[src/mm_defs.svh]
// --------------------
// sizes of the matrix engine
// and of the shared memory bus
// --------------------
`ifndef MM_DEFS_SVH
`define MM_DEFS_SVH

// matrix dimension, square tiles only
`define MM_N 4
// A and B element width
`define MM_EW 8
// C element width, equal to the memory word
`define MM_ACC_W 32
// word address width of the shared memory
`define MEM_AW 8
// bus masters behind the arbiter
`define MEM_NMST 4

`endif

[src/mem_bus_pkg.sv]
// --------------------
// memory bus request and response
// structs, bus master indices
// --------------------
`default_nettype none

`include "mm_defs.svh"

package mem_bus_pkg;

    typedef struct packed {
        logic                 valid;
        logic                 we;
        logic [`MEM_AW-1:0]   addr;
        logic [`MM_ACC_W-1:0] wdata;
    } mem_req_t;

    typedef struct packed {
        logic                 rvalid;
        logic [`MM_ACC_W-1:0] rdata;
    } mem_rsp_t;

    // also the arbiter port index
    typedef enum logic [1:0] {
        MST_HOST,
        MST_LOAD_A,
        MST_LOAD_B,
        MST_DMA
    } master_e;

endpackage

`default_nettype wire

[src/mem_arbiter.sv]
// --------------------
// round-robin arbiter of four masters
// onto the shared memory, read steering
// --------------------
`default_nettype none

`include "mm_defs.svh"

module mem_arbiter
    import mem_bus_pkg::*;
(
    input  logic                 clk,
    input  logic                 rst_n,
    input  mem_req_t             req_i [`MEM_NMST],
    output logic [`MEM_NMST-1:0] gnt_o,
    output mem_rsp_t             rsp_o [`MEM_NMST],
    output mem_req_t             mem_req_o,
    input  mem_rsp_t             mem_rsp_i
);

    master_e last_q;
    master_e owner_q;
    master_e win;
    logic    found;
    logic    rd_q;

    // search starts one past the last winner
    always_comb begin
        logic [1:0] cand;
        found = 1'b0;
        win   = last_q;
        for (int off = 1; off <= `MEM_NMST; off++) begin
            cand = last_q + 2'(off);
            if (!found && req_i[cand].valid) begin
                found = 1'b1;
                win   = master_e'(cand);
            end
        end
    end

    always_comb begin
        gnt_o = '0;
        if (found) begin
            gnt_o[win] = 1'b1;
        end
    end

    assign mem_req_o = found ? req_i[win] : '0;

    // read owner for the response one cycle later
    always_ff @(posedge clk) begin
        if (!rst_n) begin
            last_q  <= MST_DMA;
            owner_q <= MST_HOST;
            rd_q    <= 1'b0;
        end else begin
            rd_q <= found && !req_i[win].we;
            if (found) begin
                last_q  <= win;
                owner_q <= win;
            end
        end
    end

    always_comb begin
        for (int m = 0; m < `MEM_NMST; m++) begin
            rsp_o[m].rvalid = rd_q && mem_rsp_i.rvalid && (owner_q == master_e'(m));
            rsp_o[m].rdata  = mem_rsp_i.rdata;
        end
    end

endmodule

`default_nettype wire

[config.mk]
export PLATFORM = sky130hd
export DESIGN_NAME = mem_arbiter
export DESIGN_NICKNAME = d
export VERILOG_FILES = /design/src/mem_bus_pkg.sv /design/src/mem_arbiter.sv
export VERILOG_INCLUDE_DIRS = /design/src /design/src/src
export SDC_FILE = /design/constraint.sdc
export NUM_CORES = 1
export LEC_CHECK = 0
export ABC_AREA = 1
export CORE_AREA = 4 4 145 147
export CTS_CLUSTER_DIAMETER = 120
export DETAILED_ROUTE_END_ITERATION = 7
export DIE_AREA = 0 0 149 151
export DONT_BUFFER_PORTS = 1
export PLACE_DENSITY = 0.3
export SYNTH_ARGS = -nofsm -noshare
export SYNTH_HDL_FRONTEND = slang
export SYNTH_SLANG_ARGS = --single-unit
[constraint.sdc]
create_clock -name clk -period 2.1 [get_ports clk]
set_input_delay 0.105 -clock clk [delete_from_list [all_inputs] [get_ports clk]]
set_output_delay 0.105 -clock clk [all_outputs]
set_load 0.02 [all_outputs]
==> impl_metrics.env <==
export IMPL_crit_slowest_cell="dfxtp_4"
export IMPL_first_pass_iters=4
export IMPL_fin_util_pct=20.2
export IMPL_cts_buffers=3
export IMPL_start_util_pct=16.0
export IMPL_cp_start_kind="flip-flop"
export IMPL_yosysSeqAreaShare_pct=3.14
export IMPL_worst_slack_ns=-0.132
export IMPL_synthArstFlopShare_pct=0
export IMPL_report_final_slew_viol_count=0
export IMPL_portBuffers=0
export IMPL_hpwl_um=9160
export IMPL_die_x_um=149
export IMPL_via_count=3511
export IMPL_gp_congestion=0.749
export IMPL_rsz0062_at_grt="yes"
export IMPL_yosys_warnings=0
export IMPL_synth_top_area_cell="buf_4"
export IMPL_min_period_ns=2.23
export IMPL_dieArea_um2=22500
export IMPL_placedCellCount=814
export IMPL_r2r_start="last_q[0]$_SDFFE_PN1P_"
export IMPL_drt_wirelength_per_cell_um=16.1
export IMPL_routed_wl_um=13800
export IMPL_period_share_pct=106
export IMPL_synth_area_leaders="buf_4 (31%), nand2_1 (30%), nand3_1 (15%), nor2_1 (10%), dfxtp_1 (3.1%)"
export IMPL_ant_nets=0
export IMPL_path_max_fanout=11
export IMPL_outcome="finished, violations left"
export IMPL_coreArea_um2=19900
export IMPL_startpoint="last_q[0]$_SDFFE_PN1P_"
export IMPL_drt_iter0_drc=152
export IMPL_via_per_inst=4.12
export IMPL_ys_types=19
export IMPL_synth_nets=838
export IMPL_reg2reg_slack_ns=0.18
export IMPL_path_clk_slew_ns=0.03
export IMPL_path_cells="buf_8 -> nand2_4 -> nand2_4 -> nand2_4 -> nand2_4 -> nor2_2 -> buf_4 -> nand4_1 -> buf_4 -> bufbuf_16 -> nand2_1 -> nor2_1 -> buf_4"
export IMPL_avgSynthCellArea_um2=5.03
export IMPL_synth_ff_type="dfxtp_1"
export IMPL_worst_ep_required_time_ns=2.00
export IMPL_grt_overflow_total=0
export IMPL_grt_pass1_wl_um=17900
export IMPL_worst_slew_margin_rel_pct=56.2
export IMPL_setup_worst_path_end_class="output pin"
export IMPL_violations="negative setup slack"
export IMPL_cts_sinks=5
export IMPL_fin_skew_ns=0.0000932
export IMPL_drv_cap=0
export IMPL_row_count=52
export IMPL_cts_buffer_depth=2
export IMPL_grt_max_degree=51
export IMPL_nets=787
export IMPL_num_io_pins=381
export IMPL_setup_violations=45
export IMPL_remaining_drc_errors=0
export IMPL_cts_root_buf="clkbuf_16"
export IMPL_synthCells=635
export IMPL_hp_start="rst_n"
export IMPL_critPathArrivalTime_ns=2.13
export IMPL_fmax_mhz=448
export IMPL_cts_tree="yes"
export IMPL_drive_above_1_share_pct=31.2
export IMPL_n_antenna_cell=0
export IMPL_synth_seq_cells=5
export IMPL_path_class="flip-flop to output pin"
export IMPL_die_h_um=151
export IMPL_critPathBufInv=5
export IMPL_cts_max_level=1
export IMPL_synth_common_cells="nand2_1 (251), buf_4 (131), nand3_1 (96)"
export IMPL_synth_edf_count=0
export IMPL_finalHoldViolations=0
export IMPL_hp_class="primary input to flip-flop"
export IMPL_grt_pass1_vias=3302
export IMPL_fillCellCount=2321
export IMPL_netlist_area_leader_share_pct=30.8
export IMPL_worstSkewPairLatency_ns=0.22
export IMPL_finalNonFillerCells=853
export IMPL_synth_area_um2=3190
export IMPL_cp_slowest_stage_delay_ns=0.36
export IMPL_area_growth_pct=26.0
export IMPL_synth_most_common_cell="nand2_1"
export IMPL_gr_usage_all_layers_pct=10.1
export IMPL_worstMarginPinSlew_ns=0.653
export IMPL_antenna_found_initial=0
export IMPL_crit_family="buffers and inverters"
export IMPL_cp_common_cell="nand2_4"
## layer usage
layer | GRT usage (%) | share of wire, %
met4 | 3.89 | 3.3
met3 | 1.29 | 6.6
met5 | 0 | 0
met1 | 11.1 | 38
met2 | 19.6 | 52
## through the flow
step	hold slack (ns)	area (um2)	TNS [ns]	setup WS, ns
global placement	0.190	3000	0	0.0106
floorplan	0.175	3190	0	0.100
detailed placement	0.188	3000	0	0.0117
CTS	0.0152	3560	-2.86	-0.0933
global route	0.0272	4020	-9.82	-0.273
finish	0.0183	4020	-4.50	-0.132
## sequential cells by signal (all words and copies together), names as in the netlist
register,flops
last_q,2
owner_q,2
rd_q,1
## logic make-up (layout without fill, tap and decap cells)
logic type	Yosys count	after routing	synth area share, %
compound gates	5	5	0.862
simple gates	447	447	57.4
buf+inv	178	126	38.6
flops	5	5	3.14
## cell type report
cell class / count / area, um2 / share of cell area (%)
multi-input combinational: 452 / 2180 / 54.1
timing repair buffer: 107 / 1230 / 30.7
tap: 270 / 338 / 8.40
sequential: 5 / 108 / 2.67
inverter: 15 / 87.6 / 2.18
clock buffer: 4 / 78.8 / 1.96
## worst register-to-register path: stages (launching register included)
cell and delay (ns):
dfxtp_4 0.36, buf_8 0.14, nand2_4 0.07, nand2_4 0.07, nand2_4 0.09, nand2_4 0.08, or2_0 0.22, nand3_2 0.10
nand2_4 0.09, clkbuf_16 0.17, buf_4 0.14, buf_4 0.13, nand2_1 0.05, nand2_1 0.05, nor2_1 0.10
## layout by cell type (no fill, tap or decap)
cell | netlist | layout
a21oi_1 | 3 | 3
buf_12 | 0 | 12
buf_16 | 0 | 4
buf_4 | 131 | 70
buf_6 | 8 | 10
buf_8 | 0 | 3
bufbuf_16 | 0 | 2
clkbuf_1 | 14 | 1
clkbuf_16 | 0 | 8
clkinv_8 | 0 | 1
clkinvlp_4 | 0 | 1
dfxtp_1 | 5 | 3
dfxtp_4 | 0 | 2
dlygate4sd3_1 | 0 | 1
inv_1 | 11 | 9
inv_4 | 0 | 2
inv_6 | 0 | 2
nand2_1 | 251 | 213
nand2_2 | 5 | 20
nand2_4 | 0 | 22
nand2_8 | 0 | 1
nand3_1 | 96 | 84
nand3_2 | 1 | 12
nand3_4 | 0 | 1
nand3b_1 | 1 | 1
nand4_1 | 1 | 1
nor2_1 | 86 | 78
nor2_2 | 0 | 8
nor3_1 | 5 | 4
nor3_4 | 0 | 1
o211ai_1 | 1 | 1
o21ai_1 | 0 | 1
or2_0 | 1 | 1
## worst paths after layout
kind | cells after the start | end
setup / recovery | 13 | mem_req_o[22]
hold / removal | 2 | rd_q$_SDFF_PN0_
setup reg to reg | 14 | rd_q$_SDFF_PN0_
hold reg to reg | 2 | owner_q[1]$_SDFFE_PN0P_
## what timing repair did
item / in CTS / in global routing
buffers inserted: 13 / 11
setup endpoints to repair: 45 / 45
hold buffers: 1 / 0
pin swaps: 7 / 27
endpoints found under the hold margin: 3 / 0
gates resized for setup: 63 / 63
gates cloned: 5 / 5
Power is left out: the tool's default activity adds up to more than one toggle a clock period on the data nets, which glitch-free logic cannot reach.
