**config.mk**
```make
export PLATFORM = sky130hd
export DESIGN_NAME = dma_ctrl
export DESIGN_NICKNAME = d
export VERILOG_FILES = /design/src/mem_bus_pkg.sv /design/src/mm_pkg.sv /design/src/dma_ctrl.sv
export VERILOG_INCLUDE_DIRS = /design/src /design/src/src
export SDC_FILE = /design/constraint.sdc
export NUM_CORES = 1
export LEC_CHECK = 0
export ABC_AREA = 1
export BUFFER_PORTS_ARGS = -buffer_cell sky130_fd_sc_hd__buf_2
export CORE_AREA = 2 2 235 237
export CTS_BUF_LIST = sky130_fd_sc_hd__clkbuf_8
export DETAILED_ROUTE_END_ITERATION = 16
export DIE_AREA = 0 0 237 239
export GPL_ROUTABILITY_DRIVEN = 0
export GPL_TIMING_DRIVEN = 0
export HOLD_SLACK_MARGIN = 0.1
export PLACE_DENSITY = 0.36
export SKIP_LAST_GASP = 1
export SLEW_MARGIN = 20
export SYNTH_ARGS = -nofsm -noshare
export SYNTH_HDL_FRONTEND = slang
export SYNTH_SLANG_ARGS = --single-unit
```
**constraint.sdc**
```tcl
create_clock -name clk -period 2.36 [get_ports clk]
set_input_delay 0.472 -clock clk [delete_from_list [all_inputs] [get_ports clk]]
set_output_delay 0.472 -clock clk [all_outputs]
set_load 0.02 [all_outputs]
```
**src/mm_defs.svh**
```systemverilog
// --------------------
// sizes of the matrix engine
// and of the shared memory bus
// --------------------
`ifndef MM_DEFS_SVH
`define MM_DEFS_SVH

// matrix dimension, square tiles only
`define MM_N 4
// A and B element width
`define MM_EW 8
// C element width, equal to the memory word
`define MM_ACC_W 32
// word address width of the shared memory
`define MEM_AW 8
// bus masters behind the arbiter
`define MEM_NMST 4

`endif

```
**src/mem_bus_pkg.sv**
```systemverilog
// --------------------
// memory bus request and response
// structs, bus master indices
// --------------------
`default_nettype none

`include "mm_defs.svh"

package mem_bus_pkg;

    typedef struct packed {
        logic                 valid;
        logic                 we;
        logic [`MEM_AW-1:0]   addr;
        logic [`MM_ACC_W-1:0] wdata;
    } mem_req_t;

    typedef struct packed {
        logic                 rvalid;
        logic [`MM_ACC_W-1:0] rdata;
    } mem_rsp_t;

    // also the arbiter port index
    typedef enum logic [1:0] {
        MST_HOST,
        MST_LOAD_A,
        MST_LOAD_B,
        MST_DMA
    } master_e;

endpackage

`default_nettype wire

```
**src/mm_pkg.sv**
```systemverilog
// --------------------
// operand tile and result types,
// FSM state enums
// --------------------
`default_nettype none

`include "mm_defs.svh"

package mm_pkg;

    typedef logic signed [`MM_EW-1:0]    elem_t;
    typedef logic signed [`MM_ACC_W-1:0] acc_t;

    // row r is one memory word, element j sits in byte j
    typedef elem_t [`MM_N-1:0][`MM_N-1:0] tile_t;
    typedef acc_t  [`MM_N-1:0][`MM_N-1:0] result_t;

    typedef enum logic [2:0] {IDLE, LOAD, COMPUTE, STORE, FINISH} dma_state_e;

    typedef enum logic [1:0] {LD_IDLE, LD_REQ, LD_DONE} ld_state_e;

    typedef enum logic [1:0] {MM_IDLE, MM_ACC, MM_DONE} mm_state_e;

endpackage

`default_nettype wire

```
**src/dma_ctrl.sv**
```systemverilog
// --------------------
// job sequencer: load A and B,
// run the engine, store C, report done
// --------------------
`default_nettype none

`include "mm_defs.svh"

module dma_ctrl
    import mem_bus_pkg::*;
    import mm_pkg::*;
(
    input  logic               clk,
    input  logic               rst_n,
    input  logic               start_i,
    input  logic [`MEM_AW-1:0] a_addr_i,
    input  logic [`MEM_AW-1:0] b_addr_i,
    input  logic [`MEM_AW-1:0] c_addr_i,
    output logic               ld_a_start_o,
    output logic               ld_b_start_o,
    output logic [`MEM_AW-1:0] ld_a_addr_o,
    output logic [`MEM_AW-1:0] ld_b_addr_o,
    input  logic               ld_a_done_i,
    input  logic               ld_b_done_i,
    output logic               mm_start_o,
    input  logic               mm_done_i,
    input  result_t            result_i,
    output mem_req_t           req_o,
    input  logic               gnt_i,
    output logic               busy_o,
    output logic               done_o
);

    dma_state_e         state_q;
    logic [`MEM_AW-1:0] a_addr_q;
    logic [`MEM_AW-1:0] b_addr_q;
    logic [`MEM_AW-1:0] c_addr_q;
    logic               ld_start_q;
    logic               mm_start_q;
    logic               a_done_q;
    logic               b_done_q;
    logic               a_done;
    logic               b_done;
    logic [3:0]         idx_q;

    // a done pulse counts in its own cycle
    assign a_done = a_done_q || ld_a_done_i;
    assign b_done = b_done_q || ld_b_done_i;

    always_ff @(posedge clk) begin
        if (!rst_n) begin
            state_q    <= IDLE;
            ld_start_q <= 1'b0;
            mm_start_q <= 1'b0;
            a_done_q   <= 1'b0;
            b_done_q   <= 1'b0;
            idx_q      <= '0;
        end else begin
            ld_start_q <= 1'b0;
            mm_start_q <= 1'b0;
            case (state_q)
                IDLE: begin
                    if (start_i) begin
                        state_q    <= LOAD;
                        ld_start_q <= 1'b1;
                        a_done_q   <= 1'b0;
                        b_done_q   <= 1'b0;
                    end
                end
                LOAD: begin
                    a_done_q <= a_done;
                    b_done_q <= b_done;
                    if (a_done && b_done) begin
                        state_q    <= COMPUTE;
                        mm_start_q <= 1'b1;
                    end
                end
                COMPUTE: begin
                    if (mm_done_i) begin
                        state_q <= STORE;
                        idx_q   <= '0;
                    end
                end
                STORE: begin
                    if (gnt_i) begin
                        idx_q <= idx_q + 4'd1;
                        if (idx_q == 4'd15) begin
                            state_q <= FINISH;
                        end
                    end
                end
                default: state_q <= IDLE;
            endcase
        end
    end

    // job addresses, taken only when a job starts
    always_ff @(posedge clk) begin
        if (state_q == IDLE && start_i) begin
            a_addr_q <= a_addr_i;
            b_addr_q <= b_addr_i;
            c_addr_q <= c_addr_i;
        end
    end

    // element (i,j) goes to c_addr + 4i + j
    always_comb begin
        req_o.valid = (state_q == STORE);
        req_o.we    = 1'b1;
        req_o.addr  = c_addr_q + {{(`MEM_AW-4){1'b0}}, idx_q};
        req_o.wdata = result_i[idx_q[3:2]][idx_q[1:0]];
    end

    assign ld_a_start_o = ld_start_q;
    assign ld_b_start_o = ld_start_q;
    assign ld_a_addr_o  = a_addr_q;
    assign ld_b_addr_o  = b_addr_q;
    assign mm_start_o   = mm_start_q;
    assign busy_o       = (state_q != IDLE);
    assign done_o       = (state_q == FINISH);

endmodule

`default_nettype wire

```
==> metrics.cfg <==
[worst_setup_path]
worstSetupPathType=reg -> out
arrival_ps=2140
worst-path-max-fanout=10
crit_required_ps=1890
endpoint_kind=primary output
start_kind=register

[routing]
drtAntennaViolNets=0
drt-total-wl_microns=59130
drtIter0Drc=532
first_pass_iters=5
vias_per_cell=4.373
vias=11020
post_drt_wl_per_cell_microns=23.46
drc_errors=0

[global_routing]
grt_pass1_wl_microns=78960
grt_pass1_vias=11300
grt_remaining_overflow=0
grt_start_max_net_pins=26
antenna_found_initial=14
grt_usage_pct=19.47

[floorplanning]
die_h_microns=239
io_pins=606
core-area_sq_um=54340
start_util_pct=11.45
die_x_microns=237
placementRows=86
die-area_sq_um=56640

[place]
portBuffers=604
detailed_place.area_sq_um=10160
dp_hpwl_microns=47750

[cts]
numCtsBuffers=5
cts_sinks=35
cts.path.max_buffers=2
holdBufCountCts=0
cts_max_level=2
cts_tree=built
clkTransAtPathRegs_ps=80
clkLatencyLatePin_ps=300
cts_root_buffer=clkbuf_8

[sta]
timing.fmax_mhz=382.3
slew_headroom_pct=52.12
worst_slack_ps=-255.5
finalSetupViolCount=33
tightest_slew_ps=718.1
rsz0062_at_grt=yes
timing.final.hold_violations=0
period_share_pct=110.8
tns_ps=-5679
maxSlewViolCount=0
period_needed_ps=2615
skew_ps=8.521

[synth]
synthArstFlopShare_pct=0
synth-seq-cells=35
synthFlopType=edfxtp_1
synth_area_sq_um=6221
yosysSeqAreaShare_pct=15.12
yosys_warnings=0
syn_avg_cell_area_sq_um=5.443
synth_edf_count=24
synthDistinctLibCells=29
syn_nets=1692
postSynthCellCount=1143

[flow_run]
cap_violations=0

[finish]
final_util_pct=23.25
layout_common_cells=buf_2, nor2_1, o21ai_0
fin_area_sq_um=12630
nFillCells=6304
drive_gt1_share_pct=51.19
layout.nets=2361
final_common_cell=buf_2
seq_area_sq_um=955.9
multi_input_area_sq_um=5029
areaGrowthSynthToFinish_pct=103.1

[run_status]
violations=setup timing
outcome=finished, violations left

[min_path]
min_path_type=in -> reg

[power]
p_leak_nw=6.053
irDropWorstVdd_uv=553.5
fin_total_pwr_w=0.007074
pwr_density_cell_nw_per_um2=559.9

-- worst paths after layout --
| path | start | end | slack, ps | depth (start not counted) |
|---|---|---|---|---|
| worst min-delay path | a_addr_i[7] | ld_a_addr_o[7]$_DFFE_PP_ | 340 | 1 |
| worst max register to register | idx_q[2]$_SDFFE_PN0P_ | idx_q[3]$_SDFFE_PN0P_ | 630 | 9 |
| worst min register to register | b_done_q$_SDFFE_PN0P_ | b_done_q$_SDFFE_PN0P_ | 480 | 2 |
| worst max-delay path | idx_q[2]$_SDFFE_PN0P_ | req_o[22] | -260 | 7 |
-- metal layers --
metal / up-vias / track usage, % / wire length, microns / part of all wire (%)
li1: 5247 / - / - / -
met5: - / 0 / 80 / 0.14
met2: 565 / 35.13 / 28620 / 48
met4: 14 / 5.198 / 1583 / 2.7
met1: 5124 / 23.53 / 24800 / 42
met3: 70 / 3.684 / 4044 / 6.8
-- where the power goes --
group / leakage [nW] / internal, W / total, W / switching, W
combinational: 5.67 / 0.00226 / 0.00550 / 0.00324
sequential: 0.320 / 0.000828 / 0.000906 / 0.0000773
clock: 0.0644 / 0.000422 / 0.000668 / 0.000246
-- logic make-up after synthesis --
group | synth area share (%)
AO/OA/AOI/OAI | 36.12
buffers and inverters | 13.21
AND/OR/NAND/NOR | 33.31
adder cells (fa/ha/maj) | 1.327
XOR/XNOR | 0.8447
flip-flops | 15.12
other | 0.06028
-- layout make-up --
type                       instances  area share [%]
multi-input combinational        949           39.80
timing repair buffer             662           32.23
buffer                           103           10.23
sequential                        35           7.567
tap                              704           6.972
inverter                          56           2.060
clock buffer                       5          0.5447
clock inverter                     3          0.5348
antenna                            3         0.05942
-- cells in the mapped netlist (11+ instances only) --
master | count | share of area [%]
dfxtp_1 | 11 | 3.5
nor2_1 | 333 | 20
o22ai_1 | 64 | 6.4
o211ai_1 | 64 | 7.7
inv_1 | 36 | 2.2
edfxtp_1 | 24 | 12
o21ai_1 | 49 | 3.9
buf_2 | 13 | 1.0
o21ai_0 | 213 | 17
nand3_1 | 41 | 3.3
nand2_1 | 157 | 9.5
buf_6 | 21 | 3.8
clkbuf_1 | 57 | 3.4
clkinv_1 | 15 | 0.91
-- worst max-delay path, stage by stage, from the launching register on --
cell      delay [ps]
dfxtp_4          410
inv_8            120
clkbuf_1         430
o21ai_0          180
o211ai_1         220
nand3_2          220
nand2_2          120
buf_6            120
-- repair_timing --
action                                  CTS  global route
endpoints found under the setup margin   39            37
gates resized for setup                 424            89
buffers inserted                         37             6
pin swaps                                79            56
cloned                                    9             5
-- sequential cells by signal, summed over array words and instances, names as in the netlist --
| register | flops |
|---|---|
| c_addr_q | 8 |
| state_q | 3 |
| mm_start_o | 1 |
| ld_a_start_o | 1 |
| ld_a_addr_o | 8 |
| b_done_q | 1 |
| idx_q | 4 |
| ld_b_addr_o | 8 |
| a_done_q | 1 |
-- through the flow --
stage,worst slack [ps],hold slack [ps],cells
after floorplan,11.90,446.8,1143
after global placement,-1137,460.3,2451
after detailed placement,-1140,464.7,2452
after CTS,-347.6,330.7,2506
after global routing,-356.3,330.9,2519
final,-255.5,341.7,2520
Note: power is estimated with default switching activity, not from simulation.
