File: src/mm_defs.svh
// --------------------
// sizes of the matrix engine
// and of the shared memory bus
// --------------------
`ifndef MM_DEFS_SVH
`define MM_DEFS_SVH

// matrix dimension, square tiles only
`define MM_N 4
// A and B element width
`define MM_EW 8
// C element width, equal to the memory word
`define MM_ACC_W 32
// word address width of the shared memory
`define MEM_AW 8
// bus masters behind the arbiter
`define MEM_NMST 4

`endif

File: src/mem_bus_pkg.sv
// --------------------
// memory bus request and response
// structs, bus master indices
// --------------------
`default_nettype none

`include "mm_defs.svh"

package mem_bus_pkg;

    typedef struct packed {
        logic                 valid;
        logic                 we;
        logic [`MEM_AW-1:0]   addr;
        logic [`MM_ACC_W-1:0] wdata;
    } mem_req_t;

    typedef struct packed {
        logic                 rvalid;
        logic [`MM_ACC_W-1:0] rdata;
    } mem_rsp_t;

    // also the arbiter port index
    typedef enum logic [1:0] {
        MST_HOST,
        MST_LOAD_A,
        MST_LOAD_B,
        MST_DMA
    } master_e;

endpackage

`default_nettype wire

File: src/mm_pkg.sv
// --------------------
// operand tile and result types,
// FSM state enums
// --------------------
`default_nettype none

`include "mm_defs.svh"

package mm_pkg;

    typedef logic signed [`MM_EW-1:0]    elem_t;
    typedef logic signed [`MM_ACC_W-1:0] acc_t;

    // row r is one memory word, element j sits in byte j
    typedef elem_t [`MM_N-1:0][`MM_N-1:0] tile_t;
    typedef acc_t  [`MM_N-1:0][`MM_N-1:0] result_t;

    typedef enum logic [2:0] {IDLE, LOAD, COMPUTE, STORE, FINISH} dma_state_e;

    typedef enum logic [1:0] {LD_IDLE, LD_REQ, LD_DONE} ld_state_e;

    typedef enum logic [1:0] {MM_IDLE, MM_ACC, MM_DONE} mm_state_e;

endpackage

`default_nettype wire

File: src/matrix_loader.sv
// --------------------
// reads four rows from memory
// into an operand tile
// --------------------
`default_nettype none

`include "mm_defs.svh"

module matrix_loader
    import mem_bus_pkg::*;
    import mm_pkg::*;
(
    input  logic               clk,
    input  logic               rst_n,
    input  logic               ld_start_i,
    input  logic [`MEM_AW-1:0] base_i,
    output mem_req_t           req_o,
    input  logic               gnt_i,
    input  mem_rsp_t           rsp_i,
    output tile_t              tile_o,
    output logic               ld_done_o
);

    ld_state_e  state_q;
    logic [2:0] issue_q;
    logic [2:0] resp_q;
    logic [2:0] inflight;
    tile_t      tile_q;

    assign inflight = issue_q - resp_q;

    // at most two reads outstanding
    always_comb begin
        req_o.valid = (state_q == LD_REQ) && (issue_q < 3'd4) && (inflight < 3'd2);
        req_o.we    = 1'b0;
        req_o.addr  = base_i + {{(`MEM_AW-3){1'b0}}, issue_q};
        req_o.wdata = '0;
    end

    always_ff @(posedge clk) begin
        if (!rst_n) begin
            state_q <= LD_IDLE;
            issue_q <= '0;
            resp_q  <= '0;
        end else begin
            case (state_q)
                LD_IDLE: begin
                    if (ld_start_i) begin
                        state_q <= LD_REQ;
                        issue_q <= '0;
                        resp_q  <= '0;
                    end
                end
                LD_REQ: begin
                    if (req_o.valid && gnt_i) begin
                        issue_q <= issue_q + 3'd1;
                    end
                    if (rsp_i.rvalid) begin
                        resp_q <= resp_q + 3'd1;
                        if (resp_q == 3'd3) begin
                            state_q <= LD_DONE;
                        end
                    end
                end
                default: state_q <= LD_IDLE;
            endcase
        end
    end

    // responses come back in issue order
    always_ff @(posedge clk) begin
        if (state_q == LD_REQ && rsp_i.rvalid) begin
            tile_q[resp_q[1:0]] <= rsp_i.rdata;
        end
    end

    assign tile_o    = tile_q;
    assign ld_done_o = (state_q == LD_DONE);

endmodule

`default_nettype wire

File: config.mk
export PLATFORM = sky130hd
export DESIGN_NAME = matrix_loader
export DESIGN_NICKNAME = d
export VERILOG_FILES = /design/src/mem_bus_pkg.sv /design/src/mm_pkg.sv /design/src/matrix_loader.sv
export VERILOG_INCLUDE_DIRS = /design/src /design/src/src
export SDC_FILE = /design/constraint.sdc
export NUM_CORES = 1
export LEC_CHECK = 0
export BUFFER_PORTS_ARGS = -buffer_cell sky130_fd_sc_hd__buf_4
export CAP_MARGIN = 20
export CELL_PAD_IN_SITES_DETAIL_PLACEMENT = 0
export CELL_PAD_IN_SITES_GLOBAL_PLACEMENT = 1
export CORE_MARGIN = 2
export CORE_UTILIZATION = 34
export CTS_CLUSTER_SIZE = 10
export DETAILED_ROUTE_END_ITERATION = 7
export GPL_ROUTABILITY_DRIVEN = 0
export GPL_TIMING_DRIVEN = 1
export PLACE_DENSITY = 0.83
export REMOVE_ABC_BUFFERS = 1
export SYNTH_ARGS = -nofsm -noshare
export SYNTH_HDL_FRONTEND = slang
export SYNTH_SLANG_ARGS = --single-unit
File: constraint.sdc
create_clock -name clk -period 1.9 [get_ports clk]
set_input_delay 0.475 -clock clk [delete_from_list [all_inputs] [get_ports clk]]
set_output_delay 0.475 -clock clk [all_outputs]
set_load 0.01 [all_outputs]
==> flow_metrics.py, run 1 <==
metrics = {
    "sta": {
        "setup_slack_ns": -0.383,
        "hold_viol": 0,
        "finClkSkew_ns": 0.00823,
        "fin_crit_ns": 2.28,
        "slew_violations": 0,
        "fin_hold_ws_ns": 0.263,
        "rsz0062_at_grt": "yes",
        "finalCritPeriodShare": 1.20,
        "finalSetupViolCount": 8,
        "max_freq_ghz": 0.438,
    },
    "placement": {
        "io_buffers": 182,
        "dp_slack_ns": -0.312,
        "dp_hpwl_um": 6660,
        "place_inst": 616,
    },
    "detailed_routing": {
        "via_per_inst": 4.27,
        "wire_per_inst_um": 15.4,
        "drcViolationCount": 0,
        "final_antenna_net_count": 0,
        "routed_wirelength_um": 10000,
        "drt_iter0_markers": 115,
        "first_pass_iters": 4,
        "vias": 2782,
    },
    "yosys": {
        "ys_types": 36,
        "synth_top_area_cell": "edfxtp_1",
        "syn-cell-area_mm2": 0.00481,
        "synth.avg_cell_area_um2": 19.8,
        "netlist.area_leader.share": 0.799,
        "synth_cells": 243,
        "yosysSeqAreaShare": 0.832,
        "synth.ff_latch_count": 136,
        "yosysWarnings": 0,
        "synth.area.top_cells": "edfxtp_1 80%, buf_4 5.3%, dfxtp_1 3.3%, ha_1 2.3%, fa_1 0.83%",
    },
    "min_path": {
        "hold_path_class": "in -> reg",
        "hold_start": "rsp_i[18]",
    },
    "status": {
        "status": "finished with violations",
        "failed_checks": "setup timing",
    },
    "final_layout": {
        "final_common_cell": "buf_4",
        "drive_above_1_share": 0.534,
        "final_cells": 652,
        "final_cell_mix": "192 x buf_4, 128 x edfxtp_1, 33 x conb_1",
        "syn2layout_area_growth_pct": 48.3,
        "diodes": 0,
        "nets": 515,
        "utilization": 0.516,
        "fill_cells": 1151,
    },
    "worst_setup_path": {
        "arrival_ns": 1.81,
        "critPathLaunchType": "flop",
        "cp-startpoint": "issue_q[0]",
        "crit_path_end_kind": "output port",
        "rr_startpoint": "issue_q[0]",
        "critical_path_class": "reg -> out",
        "required_ns": 1.42,
        "crit_fanout": 4,
    },
    "power": {
        "power_density_mw_per_mm2": 951,
        "power_mw": 6.79,
        "p_leak_nw": 2.85,
        "vdd_drop_max_mv": 0.400,
    },
    "clocking": {
        "cts_buffer_depth": 2,
        "clock_sinks": 136,
        "htreeDepth": 4,
        "clk_pin_slew_worst_paths_ns": 0.06,
        "clk_latency_ns": 0.41,
        "cts-buffers-inserted": 17,
        "cts_tree": "yes",
        "clockRootBuffer": "clkbuf_16",
    },
    "flow_run": {
        "max_cap_viol_count": 0,
    },
    "die": {
        "num_rows": 43,
        "ios": 216,
        "dieHeight_um": 123,
        "die_area_mm2": 0.0151,
        "die_x_um": 123,
        "coreArea_mm2": 0.0138,
        "start_util": 0.348,
    },
    "global_route": {
        "antenna_found_initial": 0,
        "grt_start_max_net_pins": 32,
        "grt-ovfl-total": 0,
        "grt_pass1_wl_um": 13600,
        "grt_pass1_vias": 2587,
        "grtUsageTotal": 0.126,
    },
}
-- power by group --
group	switching, mW	internal, mW
registers	0.0116	3.32
clock network	1.28	1.85
logic	0.177	0.155
total	1.47	5.32
-- Yosys cell counts (all sizes together) --
cell type / instances
a21oi: 2
nor2b: 3
buf: 34
o211ai: 1
a21o: 2
and4b: 1
edfxtp: 128
inv: 5
fa: 2
a311oi: 1
mux2i: 2
o21ai: 1
nand4: 1
xor2: 3
nor3: 1
clkbuf: 1
nor3b: 1
nand4b: 2
nand3b: 1
o21bai: 1
and2b: 1
xnor2: 4
nand2: 8
nor2: 4
a31oi: 2
and3: 4
ha: 9
and2: 1
nand3: 4
or3b: 1
and4: 1
conb: 1
a41oi: 1
dfxtp: 8
a211oi: 1
-- kinds of logic after synthesis --
kind of cell / count (synthesis) / share of synthesized area
simple gates: 34 / 0.0434
other cells: 1 / 0.000779
flops: 136 / 0.832
buf+inv: 40 / 0.0580
mux: 2 / 0.00416
xor+xnor: 7 / 0.0127
fa+ha+maj: 11 / 0.0317
compound gates: 12 / 0.0172
-- final cells by class --
class / count / area [um^2] / share of cell area
Clock buffer: 17 / 425 / 0.0596
Clock inverter: 15 / 150 / 0.0210
Inverter: 5 / 18.8 / 0.00263
Multi-Input combinational cell: 99 / 741 / 0.104
Sequential cell: 136 / 4010 / 0.562
Tap cell: 180 / 225 / 0.0316
Timing Repair Buffer: 200 / 1570 / 0.219
-- through the flow --
stage | TNS [ns] | instance area, um^2
2_1_floorplan | -8.75 | 4670
3_3_place_gp | -1.27 | 6420
3_5_place_dp | -1.45 | 6420
4_1_cts | -2.52 | 7080
5_1_grt | -2.87 | 7140
6_report | -2.30 | 7140
-- sequential cells by signal, summed over array words and instances (netlist names) --
register  cells
tile_o      128
resp_q        3
state_q       2
issue_q       3
-- layer usage --
metal / wire length [um] / GRT usage / vias up
met5: 0 / 0 / -
met4: 192 / 0.0790 / 0
met3: 946 / 0.0466 / 17
met2: 5130 / 0.210 / 152
met1: 3750 / 0.137 / 1333
li1: - / - / 1280
-- worst max-delay path, stage by stage, from the launching register on --
cell and delay, ns:
dfxtp_2 0.33, buf_4 0.15, nor2_4 0.10, fa_2 0.44, and4b_1 0.22, buf_4 0.14
-- final timing paths --
path,to,depth (start not counted),slack [ns]
max,req_o[41],5,-0.38
min,tile_o[114],1,0.26
max reg2reg,issue_q[1],9,0.10
min reg2reg,issue_q[2],2,0.56
-- what timing repair did --
action | in CTS | in global routing
gates resized for setup | 14 | 9
setup buffers | 3 | 1
hold buffers | 0 | 0
pin swaps | 5 | 10
setup endpoints to repair | 8 | 8
Note: power is estimated with default switching activity, not from simulation.
==> run 2, diff against run 1 <==
SKIP_LAST_GASP = 1   (was not set)
==> run 2 against run 1 <==
Against the previous run: the flow still finishes with violations (setup timing); sequential power barely moved; global-route usage stayed put; sequential cell count is the same; via count decreased by 0.11%; register-to-register slack about the same; maximum frequency hardly changed; hold slack hardly changed; sequential share of layout area unchanged; clock power hardly changed; cell count stayed put; clock-buffer cell count is the same; first-iteration DRC count did not move; critical endpoint unchanged; largest power group unchanged.
==> flow_metrics.py, run 2 (synthesis gave the netlist of run 1 again) <==
metrics = {
    "detailed_routing": {
        "first_pass_iters": 4,
        "drcViolationCount": 0,
        "wire_per_inst_um": 15.4,
        "vias": 2779,
        "drt_iter0_markers": 115,
        "final_antenna_net_count": 0,
        "routed_wirelength_um": 10000,
        "via_per_inst": 4.26,
    },
    "worst_setup_path": {
        "crit_chain": "buf_4 > nor2_4 > fa_2 > and4b_1 > buf_4",
        "critical_path_class": "reg -> out",
        "required_ns": 1.42,
        "arrival_ns": 1.81,
        "crit_fanout": 4,
        "path_delay_family": "adder cells",
        "critPathBufInv": 2,
        "crit_path_end_kind": "output port",
        "critPathMostFrequentCell": "buf_4",
        "critPathLaunchType": "flop",
        "critPathMaxStageDelay_ns": 0.44,
        "slowest_stage": "fa_2",
    },
    "global_route": {
        "grt_pass1_vias": 2587,
        "grt_start_max_net_pins": 32,
        "grt_pass1_wl_um": 13600,
        "antenna_found_initial": 0,
        "grt-ovfl-total": 0,
        "grtUsageTotal": 0.126,
    },
    "die": {
        "die_area_mm2": 0.0151,
        "num_rows": 43,
        "start_util": 0.348,
        "coreArea_mm2": 0.0138,
        "dieHeight_um": 123,
        "die_x_um": 123,
        "ios": 216,
    },
    "flow_run": {
        "max_cap_viol_count": 0,
    },
    "final_layout": {
        "nets": 515,
        "drive_above_1_share": 0.534,
        "final_common_cell": "buf_4",
        "diodes": 0,
        "largest_reg_flops": 128,
        "syn2layout_area_growth_pct": 48.3,
        "final_cell_mix": "192 x buf_4, 128 x edfxtp_1, 33 x conb_1",
    },
    "power": {
        "p_int_mw": 5.32,
        "p_leak_nw": 2.85,
        "vdd_drop_max_mv": 0.400,
        "switchingPower_mw": 1.47,
        "share_comb_of_total_power": 0.049,
        "swShare": 0.216,
        "seq_power_share": 0.491,
        "clkPwrFrac": 0.460,
        "power_density_mw_per_mm2": 951,
    },
    "min_path": {
        "hold_path_class": "in -> reg",
    },
    "clocking": {
        "clk_latency_ns": 0.41,
        "cts_tree": "yes",
        "cts_hold_buf": 0,
        "clockRootBuffer": "clkbuf_16",
        "htreeDepth": 4,
        "cts_buffer_depth": 2,
        "cts-buffers-inserted": 17,
        "clk_pin_slew_worst_paths_ns": 0.06,
        "clock_sinks": 136,
    },
    "status": {
        "status": "finished with violations",
        "failed_checks": "setup timing",
    },
    "sta": {
        "finClkSkew_ns": 0.00824,
        "tns_ns": -2.30,
        "slew_violations": 0,
        "finalCritPeriodShare": 1.20,
        "hold_viol": 0,
        "finalSetupViolCount": 8,
        "fin_crit_ns": 2.28,
        "rsz0062_at_grt": "yes",
        "setup_slack_ns": -0.383,
        "fin_hold_ws_ns": 0.263,
        "max_freq_ghz": 0.438,
    },
    "placement": {
        "dp_hpwl_um": 6660,
        "io_buffers": 182,
        "dp_slack_ns": -0.312,
    },
}
run 2: repair_timing:
item,in CTS,in global routing
gates resized for setup,14,9
buffers inserted,3,1
endpoints found under the setup margin,8,8
pin swaps,5,9
run 2: routing by layer:
metal	vias to the layer above	part of all wire	wire length [um]	global-route usage
met2	148	0.51	5140	0.210
met1	1333	0.37	3760	0.137
met4	0	0.019	192	0.0790
met5	-	0	0	0
li1	1281	-	-	-
met3	17	0.093	932	0.0466
run 2: layout make-up:
cell class                 count  area [um^2]
tap                          180          225
sequential                   136         4010
timing repair buffer         200         1570
multi-input combinational     99          741
clock buffer                  17          425
clock inverter                15          150
inverter                       5         18.8
fill                        1151         6690
run 2: worst paths after layout:
check,from,slack (ns),depth (start not counted),endpoint
worst max-delay path,issue_q[0],-0.38,5,req_o[41]
worst max register to register,issue_q[0],0.10,9,issue_q[1]
worst min-delay path,rsp_i[18],0.26,1,tile_o[114]
worst min register to register,issue_q[2],0.56,2,issue_q[2]
run 2: stage by stage:
step / utilization / cells / cell area (um^2) / power [mW]
5_1_grt: 0.516 / 652 / 7140 / 7.02
4_1_cts: 0.512 / 651 / 7080 / 6.85
2_1_floorplan: - / 240 / 4670 / 3.50
6_report: 0.516 / 652 / 7140 / 6.79
3_5_place_dp: 0.465 / 616 / 6420 / 3.71
3_3_place_gp: 0.465 / 616 / 6420 / 3.70
run 2: power by group through the flow:
stage	Sequential, mW	Clock, mW	Combinational, mW
6_report	3.33	3.12	0.332
5_1_grt	3.33	3.33	0.361
4_1_cts	3.33	3.19	0.325
3_5_place_dp	3.39	0	0.313
3_3_place_gp	3.39	0	0.307
2_1_floorplan	3.41	0	0.0901
